[src/sm83_pkg.sv]
package sm83_pkg;

    typedef logic [7:0]  byte_t;
    typedef logic [15:0] addr_t;

    // Codes 0 to 7 match the opcode register fields, 6 is the [HL] slot
    typedef enum logic [3:0] {
        R_B = 4'd0,
        R_C = 4'd1,
        R_D = 4'd2,
        R_E = 4'd3,
        R_H = 4'd4,
        R_L = 4'd5,
        R_A = 4'd7,
        R_Z = 4'd8
    } r8_t;

    // Same order as opcode bits 5:4
    typedef enum logic [1:0] {RR_BC, RR_DE, RR_HL, RR_SP} rr_t;

    typedef enum logic [1:0] {BUS_IDLE, BUS_FETCH, BUS_READ, BUS_WRITE} bus_op_t;

    // First eight codes equal opcode bits 5:3 of the 8-bit ALU group
    typedef enum logic [3:0] {
        ADD  = 4'd0,
        ADC  = 4'd1,
        SUB  = 4'd2,
        SBC  = 4'd3,
        AND  = 4'd4,
        XOR  = 4'd5,
        OR   = 4'd6,
        CP   = 4'd7,
        INC  = 4'd8,
        DEC  = 4'd9,
        PASS = 4'd10
    } alu_op_t;

    typedef enum logic {SRC_A_ACC, SRC_A_REG} alu_src_a_t;
    typedef enum logic {SRC_B_REG, SRC_B_ONE} alu_src_b_t;
    typedef enum logic {WR_FROM_ALU, WR_FROM_BUS} wr_src_t;
    typedef enum logic {ADDR_PC, ADDR_HL} addr_sel_t;
    typedef enum logic [1:0] {MC_1, MC_2, MC_3} mcycle_t;

    typedef struct packed {
        r8_t       rd_sel;
        logic      wr_en;
        r8_t       wr_sel;
        wr_src_t   wr_src;
        logic      rr_load_z;   // Pair gets {bus, Z}
        rr_t       rr_sel;
        logic      idu_en;
        logic      idu_dec;
        logic      idu_on_pc;   // Step PC instead of rr_sel
        addr_sel_t addr_sel;
    } rf_ctrl_t;

    typedef struct packed {
        logic       en;
        alu_op_t    op;
        alu_src_a_t src_a;
        alu_src_b_t src_b;
    } alu_ctrl_t;

    typedef struct packed {
        bus_op_t op;
        addr_t   addr;
        byte_t   wdata;
    } bus_req_t;

endpackage

[src/sm83_control.sv]
`timescale 1ns/10ps

module sm83_control (
    input  logic                 clk,
    input  logic                 rst,
    input  sm83_pkg::byte_t      mem_rdata,
    output sm83_pkg::rf_ctrl_t   rf_ctrl,
    output sm83_pkg::alu_ctrl_t  alu_ctrl,
    output sm83_pkg::bus_op_t    bus_op
);
    import sm83_pkg::*;

    // Instruction groups that the core executes
    typedef enum logic [3:0] {
        I_NOP,
        I_LD_R,
        I_LD_R_N,
        I_LD_R_HL,
        I_LD_HL_R,
        I_LD_HL_N,
        I_LD_RR,
        I_INCDEC_R,
        I_INCDEC_RR,
        I_ALU_R,
        I_ALU_HL,
        I_ALU_N
    } instr_t;

    byte_t   opcode;
    mcycle_t mcycle;
    mcycle_t mcycle_next;
    instr_t  cls;
    r8_t     dst;
    r8_t     src;
    alu_op_t grp_op;

    assign dst    = r8_t'({1'b0, opcode[5:3]});
    assign src    = r8_t'({1'b0, opcode[2:0]});
    assign grp_op = alu_op_t'({1'b0, opcode[5:3]});

    // Decode by bit fields, anything else runs as NOP
    always_comb begin
        cls = I_NOP;
        case (opcode[7:6])
            2'b00: begin
                if (opcode[3:0] == 4'b0001)
                    cls = I_LD_RR;
                else if (opcode[2:0] == 3'b011)
                    cls = I_INCDEC_RR;
                else if (opcode[2:1] == 2'b10 && opcode[5:3] != 3'b110)
                    cls = I_INCDEC_R;
                else if (opcode[2:0] == 3'b110)
                    cls = (opcode[5:3] == 3'b110) ? I_LD_HL_N : I_LD_R_N;
            end
            2'b01: begin
                // 0x76 would be HALT
                if (opcode == 8'h76)
                    cls = I_NOP;
                else if (opcode[2:0] == 3'b110)
                    cls = I_LD_R_HL;
                else if (opcode[5:3] == 3'b110)
                    cls = I_LD_HL_R;
                else
                    cls = I_LD_R;
            end
            2'b10: cls = (opcode[2:0] == 3'b110) ? I_ALU_HL : I_ALU_R;
            default: begin
                if (opcode[2:0] == 3'b110)
                    cls = I_ALU_N;
            end
        endcase
    end

    always_comb begin
        bus_op      = BUS_IDLE;
        mcycle_next = MC_1;
        rf_ctrl     = '{rd_sel: R_A, wr_en: 1'b0, wr_sel: R_A, wr_src: WR_FROM_ALU,
                        rr_load_z: 1'b0, rr_sel: RR_BC, idu_en: 1'b0, idu_dec: 1'b0,
                        idu_on_pc: 1'b0, addr_sel: ADDR_PC};
        alu_ctrl    = '{en: 1'b0, op: PASS, src_a: SRC_A_REG, src_b: SRC_B_REG};

        if (!rst) begin
            // Default cycle fetches the next opcode and steps PC
            bus_op            = BUS_FETCH;
            rf_ctrl.idu_en    = 1'b1;
            rf_ctrl.idu_on_pc = 1'b1;

            case (cls)
                I_LD_R: begin
                    alu_ctrl       = '{en: 1'b1, op: PASS, src_a: SRC_A_REG, src_b: SRC_B_REG};
                    rf_ctrl.rd_sel = src;
                    rf_ctrl.wr_en  = 1'b1;
                    rf_ctrl.wr_sel = dst;
                end
                I_INCDEC_R: begin
                    alu_ctrl.en    = 1'b1;
                    alu_ctrl.op    = opcode[0] ? DEC : INC;
                    alu_ctrl.src_b = SRC_B_ONE;
                    rf_ctrl.rd_sel = dst;
                    rf_ctrl.wr_en  = 1'b1;
                    rf_ctrl.wr_sel = dst;
                end
                I_LD_R_N, I_LD_R_HL: begin
                    if (mcycle == MC_1) begin
                        bus_op         = BUS_READ;
                        rf_ctrl.wr_en  = 1'b1;
                        rf_ctrl.wr_sel = dst;
                        rf_ctrl.wr_src = WR_FROM_BUS;
                        mcycle_next    = MC_2;
                        if (cls == I_LD_R_HL) begin
                            rf_ctrl.addr_sel = ADDR_HL;
                            rf_ctrl.idu_en   = 1'b0;
                        end
                    end
                end
                I_LD_HL_R: begin
                    if (mcycle == MC_1) begin
                        bus_op           = BUS_WRITE;
                        rf_ctrl.rd_sel   = src;
                        rf_ctrl.addr_sel = ADDR_HL;
                        rf_ctrl.idu_en   = 1'b0;
                        mcycle_next      = MC_2;
                    end
                end
                I_LD_HL_N, I_LD_RR: begin
                    if (mcycle == MC_1) begin
                        // Low byte or immediate into Z
                        bus_op         = BUS_READ;
                        rf_ctrl.wr_en  = 1'b1;
                        rf_ctrl.wr_sel = R_Z;
                        rf_ctrl.wr_src = WR_FROM_BUS;
                        mcycle_next    = MC_2;
                    end else if (mcycle == MC_2) begin
                        mcycle_next = MC_3;
                        if (cls == I_LD_RR) begin
                            bus_op            = BUS_READ;
                            rf_ctrl.rr_load_z = 1'b1;
                            rf_ctrl.rr_sel    = rr_t'(opcode[5:4]);
                        end else begin
                            bus_op           = BUS_WRITE;
                            rf_ctrl.rd_sel   = R_Z;
                            rf_ctrl.addr_sel = ADDR_HL;
                            rf_ctrl.idu_en   = 1'b0;
                        end
                    end
                end
                I_INCDEC_RR: begin
                    if (mcycle == MC_1) begin
                        bus_op            = BUS_IDLE;
                        rf_ctrl.idu_on_pc = 1'b0;
                        rf_ctrl.idu_dec   = opcode[3];
                        rf_ctrl.rr_sel    = rr_t'(opcode[5:4]);
                        mcycle_next       = MC_2;
                    end
                end
                I_ALU_R, I_ALU_HL, I_ALU_N: begin
                    if (cls != I_ALU_R && mcycle == MC_1) begin
                        bus_op         = BUS_READ;
                        rf_ctrl.wr_en  = 1'b1;
                        rf_ctrl.wr_sel = R_Z;
                        rf_ctrl.wr_src = WR_FROM_BUS;
                        mcycle_next    = MC_2;
                        if (cls == I_ALU_HL) begin
                            rf_ctrl.addr_sel = ADDR_HL;
                            rf_ctrl.idu_en   = 1'b0;
                        end
                    end else begin
                        alu_ctrl       = '{en: 1'b1, op: grp_op, src_a: SRC_A_ACC,
                                           src_b: SRC_B_REG};
                        rf_ctrl.rd_sel = (cls == I_ALU_R) ? src : R_Z;
                        // CP only sets carry
                        rf_ctrl.wr_en  = (grp_op != CP);
                        rf_ctrl.wr_sel = R_A;
                    end
                end
                default: ;
            endcase
        end
    end

    always_ff @(posedge clk) begin
        if (rst) begin
            opcode <= 8'h00;
            mcycle <= MC_1;
        end else begin
            mcycle <= mcycle_next;
            if (bus_op == BUS_FETCH)
                opcode <= mem_rdata;
        end
    end

    a_no_write_in_reset: assert property (@(posedge clk) rst |-> bus_op != BUS_WRITE);

    // Third M-cycle only for the two 3-cycle forms, always after MC_2
    a_mc3_forms: assert property (@(posedge clk) disable iff (rst)
        mcycle == MC_3 |-> (cls inside {I_LD_RR, I_LD_HL_N}) && $past(mcycle) == MC_2);

endmodule

[src/sm83_regfile.sv]
`timescale 1ns/10ps

module sm83_regfile #(
    parameter sm83_pkg::addr_t RESET_VECTOR = 16'h0000
) (
    input  logic                clk,
    input  logic                rst,
    input  sm83_pkg::rf_ctrl_t  rf_ctrl,
    input  sm83_pkg::byte_t     mem_rdata,
    input  sm83_pkg::byte_t     alu_result,
    output sm83_pkg::byte_t     acc,
    output sm83_pkg::byte_t     rd_val,
    output sm83_pkg::addr_t     addr
);
    import sm83_pkg::*;

    byte_t a, b, c, d, e, h, l;
    byte_t z;
    addr_t sp;
    addr_t pc;
    byte_t wr_data;
    addr_t pair_val;
    addr_t idu_in;
    addr_t idu_out;
    logic  wr_in_pair;

    assign wr_data = (rf_ctrl.wr_src == WR_FROM_BUS) ? mem_rdata : alu_result;
    assign acc     = a;
    assign addr    = (rf_ctrl.addr_sel == ADDR_HL) ? {h, l} : pc;

    always_comb begin
        case (rf_ctrl.rd_sel)
            R_B:     rd_val = b;
            R_C:     rd_val = c;
            R_D:     rd_val = d;
            R_E:     rd_val = e;
            R_H:     rd_val = h;
            R_L:     rd_val = l;
            R_Z:     rd_val = z;
            default: rd_val = a;
        endcase
    end

    // Increment/decrement unit, wraps at 16 bits
    always_comb begin
        case (rf_ctrl.rr_sel)
            RR_BC:   pair_val = {b, c};
            RR_DE:   pair_val = {d, e};
            RR_HL:   pair_val = {h, l};
            default: pair_val = sp;
        endcase
        idu_in  = rf_ctrl.idu_on_pc ? pc : pair_val;
        idu_out = rf_ctrl.idu_dec ? idu_in - 16'd1 : idu_in + 16'd1;
    end

    always_ff @(posedge clk) begin
        if (rst) begin
            {a, b, c, d, e, h, l} <= '0;
            sp <= '0;
            pc <= RESET_VECTOR;
        end else begin
            if (rf_ctrl.wr_en) begin
                case (rf_ctrl.wr_sel)
                    R_A: a <= wr_data;
                    R_B: b <= wr_data;
                    R_C: c <= wr_data;
                    R_D: d <= wr_data;
                    R_E: e <= wr_data;
                    R_H: h <= wr_data;
                    R_L: l <= wr_data;
                    default: ;
                endcase
            end
            if (rf_ctrl.rr_load_z) begin
                case (rf_ctrl.rr_sel)
                    RR_BC:   {b, c} <= {mem_rdata, z};
                    RR_DE:   {d, e} <= {mem_rdata, z};
                    RR_HL:   {h, l} <= {mem_rdata, z};
                    default: sp <= {mem_rdata, z};
                endcase
            end
            if (rf_ctrl.idu_en) begin
                if (rf_ctrl.idu_on_pc) begin
                    pc <= idu_out;
                end else begin
                    case (rf_ctrl.rr_sel)
                        RR_BC:   {b, c} <= idu_out;
                        RR_DE:   {d, e} <= idu_out;
                        RR_HL:   {h, l} <= idu_out;
                        default: sp <= idu_out;
                    endcase
                end
            end
        end
    end

    // Temporary for immediates and [HL] operands
    always_ff @(posedge clk) begin
        if (rf_ctrl.wr_en && rf_ctrl.wr_sel == R_Z)
            z <= wr_data;
    end

    always_comb begin
        case (rf_ctrl.rr_sel)
            RR_BC:   wr_in_pair = rf_ctrl.wr_sel inside {R_B, R_C};
            RR_DE:   wr_in_pair = rf_ctrl.wr_sel inside {R_D, R_E};
            RR_HL:   wr_in_pair = rf_ctrl.wr_sel inside {R_H, R_L};
            default: wr_in_pair = 1'b0;
        endcase
    end

    a_no_pair_clash: assert property (@(posedge clk) disable iff (rst)
        rf_ctrl.wr_en && rf_ctrl.rr_load_z |-> !wr_in_pair);

endmodule

[src/sm83_alu.sv]
`timescale 1ns/10ps

module sm83_alu (
    input  logic                 clk,
    input  logic                 rst,
    input  sm83_pkg::alu_ctrl_t  alu_ctrl,
    input  sm83_pkg::byte_t      acc,
    input  sm83_pkg::byte_t      rd_val,
    output sm83_pkg::byte_t      result
);
    import sm83_pkg::*;

    byte_t      op_a;
    byte_t      op_b;
    logic       carry;
    logic       carry_in;
    logic [8:0] sum;
    logic [8:0] diff;

    always_comb begin
        op_a     = (alu_ctrl.src_a == SRC_A_ACC) ? acc : rd_val;
        op_b     = (alu_ctrl.src_b == SRC_B_REG) ? rd_val : 8'd1;
        carry_in = (alu_ctrl.op == ADC || alu_ctrl.op == SBC) ? carry : 1'b0;
        sum      = {1'b0, op_a} + {1'b0, op_b} + {8'd0, carry_in};
        // Bit 8 of the difference is the borrow
        diff     = {1'b0, op_a} - {1'b0, op_b} - {8'd0, carry_in};
    end

    always_comb begin
        case (alu_ctrl.op)
            ADD, ADC, INC:     result = sum[7:0];
            SUB, SBC, CP, DEC: result = diff[7:0];
            AND:               result = op_a & op_b;
            XOR:               result = op_a ^ op_b;
            OR:                result = op_a | op_b;
            default:           result = op_a;
        endcase
    end

    // Only C survives from the flag register
    always_ff @(posedge clk) begin
        if (rst) begin
            carry <= 1'b0;
        end else if (alu_ctrl.en) begin
            case (alu_ctrl.op)
                ADD, ADC:     carry <= sum[8];
                SUB, SBC, CP: carry <= diff[8];
                AND, XOR, OR: carry <= 1'b0;
                default:      carry <= carry;
            endcase
        end
    end

    a_op_defined: assert property (@(posedge clk) disable iff (rst)
        alu_ctrl.en |-> alu_ctrl.op inside {ADD, ADC, SUB, SBC, AND, XOR, OR, CP,
                                            INC, DEC, PASS});

endmodule

[src/sm83_core.sv]
`timescale 1ns/10ps

module sm83_core #(
    parameter sm83_pkg::addr_t RESET_VECTOR = 16'h0000
) (
    input  logic                clk,
    input  logic                rst,
    output sm83_pkg::bus_req_t  bus_req,
    input  sm83_pkg::byte_t     mem_rdata
);
    import sm83_pkg::*;

    rf_ctrl_t  rf_ctrl;
    alu_ctrl_t alu_ctrl;
    bus_op_t   bus_op;
    byte_t     acc;
    byte_t     rd_val;
    byte_t     alu_result;
    addr_t     addr;

    // Store data is always the register-file read port
    assign bus_req = '{op: bus_op, addr: addr, wdata: rd_val};

    sm83_control i_control (
        .clk       (clk),
        .rst       (rst),
        .mem_rdata (mem_rdata),
        .rf_ctrl   (rf_ctrl),
        .alu_ctrl  (alu_ctrl),
        .bus_op    (bus_op)
    );

    sm83_regfile #(
        .RESET_VECTOR (RESET_VECTOR)
    ) i_regfile (
        .clk        (clk),
        .rst        (rst),
        .rf_ctrl    (rf_ctrl),
        .mem_rdata  (mem_rdata),
        .alu_result (alu_result),
        .acc        (acc),
        .rd_val     (rd_val),
        .addr       (addr)
    );

    sm83_alu i_alu (
        .clk      (clk),
        .rst      (rst),
        .alu_ctrl (alu_ctrl),
        .acc      (acc),
        .rd_val   (rd_val),
        .result   (alu_result)
    );

endmodule

[config.mk]
export PLATFORM = sky130hd
export DESIGN_NAME = sm83_core
export DESIGN_NICKNAME = d
export VERILOG_FILES = /design/src/sm83_pkg.sv /design/src/sm83_control.sv /design/src/sm83_regfile.sv /design/src/sm83_alu.sv /design/src/sm83_core.sv
export SDC_FILE = /design/constraint.sdc
export NUM_CORES = 1
export LEC_CHECK = 0
export BUFFER_PORTS_ARGS = -buffer_cell sky130_fd_sc_hd__buf_2
export CELL_PAD_IN_SITES_DETAIL_PLACEMENT = 1
export CELL_PAD_IN_SITES_GLOBAL_PLACEMENT = 2
export CORE_UTILIZATION = 41
export CTS_CLUSTER_DIAMETER = 30
export DETAILED_ROUTE_END_ITERATION = 7
export PLACE_DENSITY = 0.85
export SLEW_MARGIN = 20
export SYNTH_ARGS = -nofsm -noshare
export SYNTH_HDL_FRONTEND = slang
export SYNTH_SLANG_ARGS = --single-unit
[constraint.sdc]
create_clock -name clk -period 14.3 [get_ports clk]
set_clock_uncertainty 0.05 [all_clocks]
set_input_delay 2.145 -clock clk [delete_from_list [all_inputs] [get_ports clk]]
set_output_delay 2.145 -clock clk [all_outputs]
set_load 0.05 [all_outputs]
# After elaboration in Yosys (flattened, before gate mapping)
# Cells that the tools add are included.
[word_totals]
regBits = 107
in_bits = 10
out_inout_bits = 26
elab_cells = 222
[op_classes]
n_addsub = 6
eq_ne = 48
mux = 127
bitwise = 3
reduce_logical = 25
[ops]
columns = ["cell", "n"]
rows = [
  ["$mux W8", 45],
  ["$mux W16", 8],
  ["$mux W4", 14],
  ["$pmux W8 S7", 1],
  ["$eq A4 B3 Y1 const B", 13],
  ["$pmux W16 S3", 1],
  ["$pmux W8 S5", 1],
  ["$eq A4 B2 Y1 const B", 8],
  ["$eq A4 B4 Y1 const B", 8],
  ["$mux W2", 12],
  ["$mux W1", 23],
  ["$eq A4 B1 Y1 const B", 5],
  ["$pmux W4 S5", 1],
  ["$pmux W5 S4", 1],
  ["$mux W17", 1],
  ["$add A16 B1 Y16 const B", 1],
  ["$sub A16 B1 Y16 const B", 1],
  ["$pmux W5 S3", 1],
  ["$reduce_or A3 Y1", 5],
  ["$mux W7", 2],
  ["$logic_not A4 Y1", 3],
  ["$mux W3", 4],
  ["$mux W6", 2],
  ["$pmux W4 S3", 1],
  ["28 further kinds", 47],
]

# Longest topological paths before layout
# Gate-level depths: netlist of the first run.
[logic_depth]
ltp_word = 27
depth_mapped = 32
ltp_nobuf = 28

# Hierarchy
# Synthesis of the first run repeated with hierarchy kept, for this count alone.
[hier_totals]
hier_cells = 1266
hier_area_um2 = 9694.3
[modules_own_cells]
columns = ["module", "n_inst", "cells_per_inst", "area_each_um2", "seq_area_each_um2"]
rows = [
  ["sm83_regfile", 1, 855, 6831.6, 2001.9],
  ["sm83_alu", 1, 216, 1541.5, 20.0],
  ["sm83_control", 1, 195, 1321.3, 200.2],
]

# Worst setup path before layout of the first run
# Ideal clock, no wire load.
[synth_timing]
kind = "input port to flip-flop"
from = "in rst"
to = "reg i_regfile.b[6]"
setup_ns = 0.114
arrival_time_ns = 7.130
required_ns = 14.136
slack_ns = 7.005
cell_stages = 24
path_buffers = 3
path_cell_list = "clkbuf_1 inv_1 clkbuf_1 o21a_1 a32oi_2 nor2_1 buf_2 mux2_1 a222oi_1 nand2_1 o21ai_0 a32oi_1 nor2_1 or2_2 ha_1 ha_1 a21oi_1 xnor2_1 a21oi_1 a211oi_1 a211o_1 o21ai_2 nor2_1 a2111oi_0"
[synth_lines]
columns = ["element", "line_no", "text"]
rows = [
  ["from (decl)", "sm83_core.sv:7", "input logic rst,"],
  ["to (signal assigned)", "sm83_regfile.sv:65", "R_B: b <= wr_data;"],
  ["to (signal assigned)", "sm83_regfile.sv:76", "RR_BC: {b, c} <= {mem_rdata, z};"],
  ["to (signal assigned)", "sm83_regfile.sv:87", "RR_BC: {b, c} <= idu_out;"],
  ["to (decl)", "sm83_regfile.sv:17", "byte_t a, b, c, d, e, h, l;"],
]

# Worst setup path after layout of the first run
[layout_timing]
from = "in rst"
to = "reg i_regfile.b[6]"
[layout_between]
elab_chain_len = 15
elab_cells_between_ends = 51
cone_classes = "add/sub: 6; eq/ne: 17; mux: 18; bitwise: 3; reduce/logical: 7"
[layout_lines]
columns = ["element", "line_no", "text"]
rows = [
  ["$mux W17", "sm83_control.sv:82", "if (!rst) begin"],
  ["$eq A4 B4 Y1, or another cell as far along", "sm83_regfile.sv:32", "case (rf_ctrl.rd_sel)"],
  ["$pmux W8 S7", "sm83_regfile.sv:32", ""],
  ["$mux W8, on equally long branches", "sm83_alu.sv:21, sm83_alu.sv:22", ""],
  ["$sub A8 B8 Y9 or $add A8 B8 Y9 (tied branches)", "sm83_alu.sv:26, sm83_alu.sv:24", ""],
  ["$sub A9 B1 Y9 or $add A9 B1 Y9 (tied branches)", "sm83_alu.sv:26, sm83_alu.sv:24", ""],
  ["$pmux W8 S5", "sm83_alu.sv:30", "case (alu_ctrl.op)"],
  ["$mux W8 (*)", "sm83_regfile.sv:27", "assign wr_data = (rf_ctrl.wr_src == WR_FROM_BUS) ? mem_rdata : alu_result;"],
  ["net i_regfile.wr_data[6]", "sm83_regfile.sv:21", "byte_t wr_data;"],
  ["$mux W8 (*)", "sm83_regfile.sv:63", "case (rf_ctrl.wr_sel)"],
  ["$mux W8 (*)", "sm83_regfile.sv:62", "if (rf_ctrl.wr_en) begin"],
  ["$mux W8", "sm83_regfile.sv:75", "case (rf_ctrl.rr_sel)"],
  ["$mux W8 (*)", "sm83_regfile.sv:74", "if (rf_ctrl.rr_load_z) begin"],
  ["$mux W8", "sm83_regfile.sv:86", "case (rf_ctrl.rr_sel)"],
  ["$mux W8", "sm83_regfile.sv:83", "if (rf_ctrl.idu_on_pc) begin"],
  ["$mux W8 (*)", "sm83_regfile.sv:82", "if (rf_ctrl.idu_en) begin"],
]
# Mark *: on every way through the listed nets, which the timed path passes. The rest lies on a longest branch.
# A chain may end at the register's enable or synchronous reset.

==> results summary, run 1 <==
The mapped cell area is 0.00924 mm^2. The final critical-path required period came out at 8180 ps. The flow ran to the end, but the final reports show violations. Setup repair after global routing left no endpoint under its margin.

The final number of hold-violating endpoints came out at 0. The H-tree generated during clock tree synthesis spans 3 levels. The cts-stage hold buffer count came out at 0. The number of clock sinks seen by CTS came out at 107.

The number of antenna violations at the first check in global routing came out at 0. The aggregate negative setup slack is 0 ps. The filler cell count is 2738.

The synthesized instance count came out at 1231. The row count is 54. The data required time of the worst path is 14480 ps. Dividing the detail-routed via count by the number of cells gives 6.79. The number of buffers created by CTS came out at 9. Entering global routing, the biggest net connects 60 pins. For this configuration, the core starts out at a cell density of 42.1%.

The share of layout cells above drive strength 1 came out at 11.9%. The post-CTS setup buffer count came out at 0. The post-synthesis async set-or-reset flop share came out at 0%. The cell sitting at the root of the clock tree is a clkbuf_16.

In the finished design, the share of the clock period the worst path needs comes to 57.2%. The arrival time of the worst setup path is 8360 ps. The register-to-register setup slack came out at 6840 ps. The tightest min-delay check is of the flop to flop type. The number of I/O pins came out at 36. The checks that failed: design-rule violations. The sequential fraction of the synthesis area came out at 24.0%.

The signed area change from the synthesized netlist to the final layout is 8.34%. The total routing resource utilization after global routing is 35.5%. The register bit count reported by yosys came out at 107.

The post-cts gate resize count came out at 0. Sorting the synthesized cells by how often they occur yields nor2_1, nand2_1, dfxtp_1. The largest fanout on the critical path is 40. TritonCTS built the clock tree. The post-synthesis net count is 1288. The number of nets still failing antenna checks after routing is 0.

The detailed router finished its first iteration with 917 violations. The die boundary width came out at 152 um. The final-report max-slew violation count is 0. The y dimension of the die came out at 152 um. The number of library cell types mapped by synthesis came out at 98. The kind of start point of the critical path is a primary input.

The most common cell in the synthesized netlist is nor2_1. The number of synthesized flops with an enable pin is 8. In this run the biggest area consumer among cell types represents 21.4% of the synthesized area. The total setup violations reported at the end of the flow is 0. The full die area is 0.0231 mm^2. The insertion delay of the later-clocked pin in the worst-skew pair is 370 ps. STA classifies the critical path endpoint as a flop. Ranked by total cell area, the synthesized netlist is headed by dfxtp_1, ha_1, nor2_1. Among all flip-flop cells after synthesis, the most frequent one is dfxtp_1. The max-capacitance violation count is 0. The post-DP HPWL is 31000 um. The count of input and output buffers is 35. The first-pass GRT wire length is 63000 um. The DRC violation count after routing came out at 6. After detailed routing, the average wire length per cell comes to 27.3 um.

The Yosys warning count came out at 0. After clock tree synthesis, the clock-pin slew on the worst setup and hold paths is 80 ps. Once layout is complete, the cells apart from fillers number 1512. At the end of the flow, the number of nets in the layout was 1283. The type of the setup path with the least slack is primary input to flop. The maximum clock frequency is 0.122 GHz. For the pin with the worst max-slew slack, the measured transition is 1130 ps. The final route contains 10.3k vias.

The number of detailed-route iterations in the first pass is 7. The final layout contains routed wiring with a total length of 41200 um. The maximum buffer depth of the clock tree came out at 2. Summed over all layers, the global routing overflow is 0. The via count of the first global-routing pass came out at 10.0k. dfxtp_1 takes more of the synthesized area than any other cell. The total placed cells including tap cells came out at 1495. The core region is 0.0220 mm^2.

The weighted congestion at the end of routability-driven global placement is 0.965. The per-instance average area after synthesis came out at 7.51 um^2. In this run the tightest slew margin relative to its limit is 23.9%.
-- cells by family (layout without fill, tap and decap cells) --
kind of cell	Yosys count	in the layout	synth area share (%)
mux	54	54	6.29
buf+inv	133	133	5.63
xor+xnor	19	19	1.80
simple gates	445	445	23.7
fa+ha+maj	47	47	6.77
compound gates	426	426	31.7
flops	107	107	24.0
other cells	0	1	0
-- flip-flops by register name (all words and copies together) (netlist names) --
register,flops
i_regfile.acc,8
i_regfile.pc,16
i_alu.carry,1
i_regfile.d,8
i_regfile.b,8
i_control.opcode,8
i_regfile.e,8
i_regfile.z,8
i_regfile.sp,16
i_regfile.h,8
i_regfile.c,8
i_regfile.l,8
i_control.mcycle,2
-- worst max-delay path: stages --
cell       delay (ps)
buf_4             370
inv_1              90
buf_4             310
o21a_1            230
a32oi_2           670
nor2_1            440
a2111oi_0         380
o21ai_1           140
o21ai_1           150
nand2_1           150
nand2b_1          240
inv_1             140
fa_1              180
inv_1              70
fa_1              470
nand2_1            80
nand2_1            60
a21oi_1           220
o21bai_1          100
a21oi_1           230
xnor2_1            90
o21ai_1           120
a211oi_1           70
a211o_1           240
o21ai_2           390
nor2_1             90
a2111oi_0         430
-- final timing paths --
path | start | endpoint | cells past startpoint
worst max-delay path | rst | i_regfile.b[6]$_SDFF_PP0_ | 27
worst min-delay path | i_regfile.pc[13]$_SDFFE_PP0P_ | i_regfile.pc[13]$_SDFFE_PP0P_ | 2
worst min register to register | i_regfile.pc[13]$_SDFFE_PP0P_ | i_regfile.pc[13]$_SDFFE_PP0P_ | 2
worst max register to register | i_control.opcode[5]$_SDFFE_PP0N_ | i_regfile.b[6]$_SDFF_PP0_ | 28
-- per-stage QoR --
stage | area (um^2) | hold WS, ps | util, % | worst slack (ps)
finish | 10000 | 446 | 45.6 | 6120
global route | 10000 | 460 | 45.6 | 5560
CTS | 10000 | 448 | 45.6 | 6240
detailed placement | 9700 | 435 | 44.2 | 5830
global placement | 9700 | 422 | 44.2 | 6090
floorplan | 9240 | 402 | - | 7010
-- area by class of cell --
cell class                      instances  area [um^2]  share of cell area (%)
Clock buffer                           12          258                    2.57
Tap cell                              280          350                    3.50
Sequential cell                       107         2220                    22.2
Inverter                               57          214                    2.14
Clock inverter                          4         52.6                   0.525
Multi-Input combinational cell        991         6550                    65.4
Antenna cell                            1         2.50                  0.0250
Timing Repair Buffer                   60          365                    3.65
-- layer usage --
metal / routed length, um / vias to the layer above / GRT usage [%] / part of all wire (%)
li1: - / 4609 / - / -
met4: 1340 / 0 / 11.7 / 3.2
met2: 18100 / 483 / 55.5 / 44
met3: 3440 / 75 / 5.38 / 8.4
met5: 0 / - / 0 / 0
met1: 18400 / 5104 / 49.7 / 45
-- cell usage in the layout, fill, tap and decap left out, types with 6 or more instances in the layout --
master       n
or4_1        7
o21a_1       6
nor2_1     135
a221o_1      7
nand2_1    112
nor3b_1      6
a2111oi_0    9
edfxtp_1     8
buf_4       26
o22ai_1     38
o21ai_1     14
or2_2        9
clkbuf_16   10
nor2b_1     12
a211oi_1    28
o221ai_1    15
buf_2       34
a21oi_1     78
nand3_1     42
o211ai_1    12
a21o_1      13
and3_1      11
dfxtp_1     98
a31oi_1     25
nor4_1       9
mux2_2      22
nand2b_1    18
o21ai_0     81
ha_1        42
a221oi_1    22
mux2i_1     30
nand4_1     10
xnor2_1     14
o21bai_1     8
inv_1       52
and2_1      16
nor3_1      22
Power of run 1 is not shown: default switching activity piles up to over one toggle a cycle in this logic, so the estimate is an artifact.
==> run 2, diff against run 1 <==
- CORE_UTILIZATION: 41 -> 38
- PLACE_DENSITY: 0.85 -> 0.79
- clock period: 14.3 -> 7.8 ns (I/O delays scaled with it)
==> results summary, run 2 (same netlist as run 1, synthesis figures left out) <==
After global routing, the most crowded layer is met2. The final critical-path required period came out at 7130 ps. The global-route track usage on met2 came out at 54.8% (-0.72 points).

The final-report max-slew violation count was 0 (unchanged). The number of H-tree levels was 3 (unchanged). The number of clock sinks seen by CTS was 107 (unchanged). The aggregate negative setup slack came to 0 ps (unchanged). The total number of vias was 10.2k (-0.41%). The post-cts gate resize count came out at 0 (unchanged). The y dimension of the die came out at 158 um (+3.8%). Static timing analysis puts the maximum clock frequency at 0.140 GHz. The post-DP HPWL came out at 32100 um (+3.9%). The number of buffers created by CTS came out at 9 (unchanged). The count of input and output buffers was 35 (unchanged). The total setup violations reported at the end of the flow was 0 (unchanged). The headroom to the max-slew limit is 29.3% (+5.4 points).

STA classifies the critical path startpoint as a flop. The buffering stage count on the worst path with inverters included is 3 (-2). TritonCTS built the clock tree. The die boundary width came out at 158 um (+3.8%). The register-to-register setup slack came to 670 ps (-6170 ps). The core region area came out at 0.0237 mm^2 (+7.9%).

Among all stages on the critical path, the largest delay is contributed by o211ai_1. The data required time of the worst path is 8040 ps (-6440 ps). The final number of hold-violating endpoints came to 0 (unchanged). The starting utilization of the core area came out at 39.0% (-3.1 points). The net count reported at finish is 1292 (+0.70%). The number of I/O pins is 36 (unchanged). The global-route met3 utilization came out at 5.15% (-0.23 points). The arrival time of the worst setup path came out at 7370 ps (-990 ps).

Setup repair after global routing left no endpoint under its margin. The number of DRC markers in iteration 0 is 871 (-5.0%). The row count was 56 (+3.7%). In the final layout, the registers with the most flip-flops are i_regfile.pc x16, i_regfile.sp x16.

The detailed-route wire length is 42700 um (+3.6%). The library cells used most frequently in the layout, excluding fill and tap cells, are nor2_1, nand2_1, dfxtp_1. The CTS clock-pin slew for the worst setup and hold paths was 90 ps (about the same). The DRC violation count after routing came out at 0 (-6). The flow ran to the end, and the final reports show no timing, DRC or antenna violations. The maximum number of pins on one net before global-route repair was 50 (-17%). The filler cell count is 2989 (+9.2%). The largest fanout on the critical path came to 16 (-60%). The total routing resource utilization after global routing came to 35.1% (-0.33 points). The first-pass GRT wire length is 64600 um (+2.6%). The worst setup path is of the flop to flop kind. Leaving out fill and tap cells, the most frequent cell in the layout is nor2_1. The number of nets still failing antenna checks after routing is 0 (unchanged). On the critical path the largest part of the delay comes from compound AO/OA/AOI/OAI gates. The share of layout cells above drive strength 1 came to 12.7% (+0.72 points). In the finished design, the share of the clock period the worst path needs comes to 91.5%. The number of detailed-route iterations in the first pass came out at 5 (-2).

The maximum buffer depth of the clock tree is 2 (unchanged). The wire length per cell came out at 27.4 um (+0.52%). The number of antenna violations at the first check in global routing came out at 0 (unchanged). The worst-margin pin slew is 1060 ps (-76.5 ps). The insertion delay of the later-clocked pin in the worst-skew pair is 380 ps (about the same). The signed area change from the synthesized netlist to the final layout is 9.56%. The number of antenna cells inserted was 0 (-1). The via count of the first global-routing pass came to 10.0k (-0.28%). The worst setup path is captured at a flop.

The tightest min-delay check is of the flop to flop type. The longest individual stage delay on the worst path is 870 ps (+200 ps). The weighted congestion at the end of routability-driven global placement is 0.976 (+1.1%).

The tree is rooted in a clkbuf_16. The post-CTS setup buffer count is 0 (unchanged). The number of vias per cell is 6.56 (-3.4%). The cts-stage hold buffer count is 0 (unchanged). The met1 track demand over resource in global routing came out at 49.5% (-0.24 points).

The full die area is 0.0249 mm^2 (+7.8%). Among the stages of the critical path, the cell type that occurs most often is nor2_1. The global-route congestion overflow total is 0 (unchanged).

The max-capacitance violation count came out at 0 (unchanged).
[run 2: path summary, 6_finish.rpt]
kind | from | endpoint | cells past startpoint
setup / recovery | i_control.opcode[1]$_SDFFE_PP0N_ | i_regfile.c[7]$_SDFF_PP0_ | 25
hold reg to reg | i_regfile.pc[13]$_SDFFE_PP0P_ | i_regfile.pc[13]$_SDFFE_PP0P_ | 2
setup reg to reg | i_control.opcode[1]$_SDFFE_PP0N_ | i_regfile.c[7]$_SDFF_PP0_ | 25
hold / removal | i_regfile.pc[13]$_SDFFE_PP0P_ | i_regfile.pc[13]$_SDFFE_PP0P_ | 2
[run 2: layout make-up]
type | instances | area (um^2) | area share [%]
inverters | 57 | 214 | 2.11
clock buffers | 11 | 264 | 2.61
well taps | 319 | 399 | 3.94
clock inverters | 5 | 47.5 | 0.470
flip-flops and latches | 107 | 2220 | 22.0
repair buffers | 69 | 433 | 4.28
multi-input cells | 991 | 6550 | 64.6
[run 2: through the flow]
stage	area, um^2	cells	util (%)	setup WS, ps	hold slack, ps
floorplan	9240	1231	-	1480	402
global placement	9810	1543	41.4	1020	416
detailed placement	9810	1543	41.4	785	424
CTS	10100	1559	42.7	743	438
global route	10100	1559	42.8	138	470
finish	10100	1559	42.8	665	443
[run 2: routing by layer]
layer	vias up	part of all wire, %
met3	80	6.8
met1	5135	46
met4	0	2.8
li1	4624	-
met2	390	44
met5	-	0
[run 2: tightest hold or removal path: stages, from the launching register on]
cell     delay [ps]
dfxtp_1         340
nand3_1          70
o21ai_1          50
Power of run 2 is left out for the same reason.
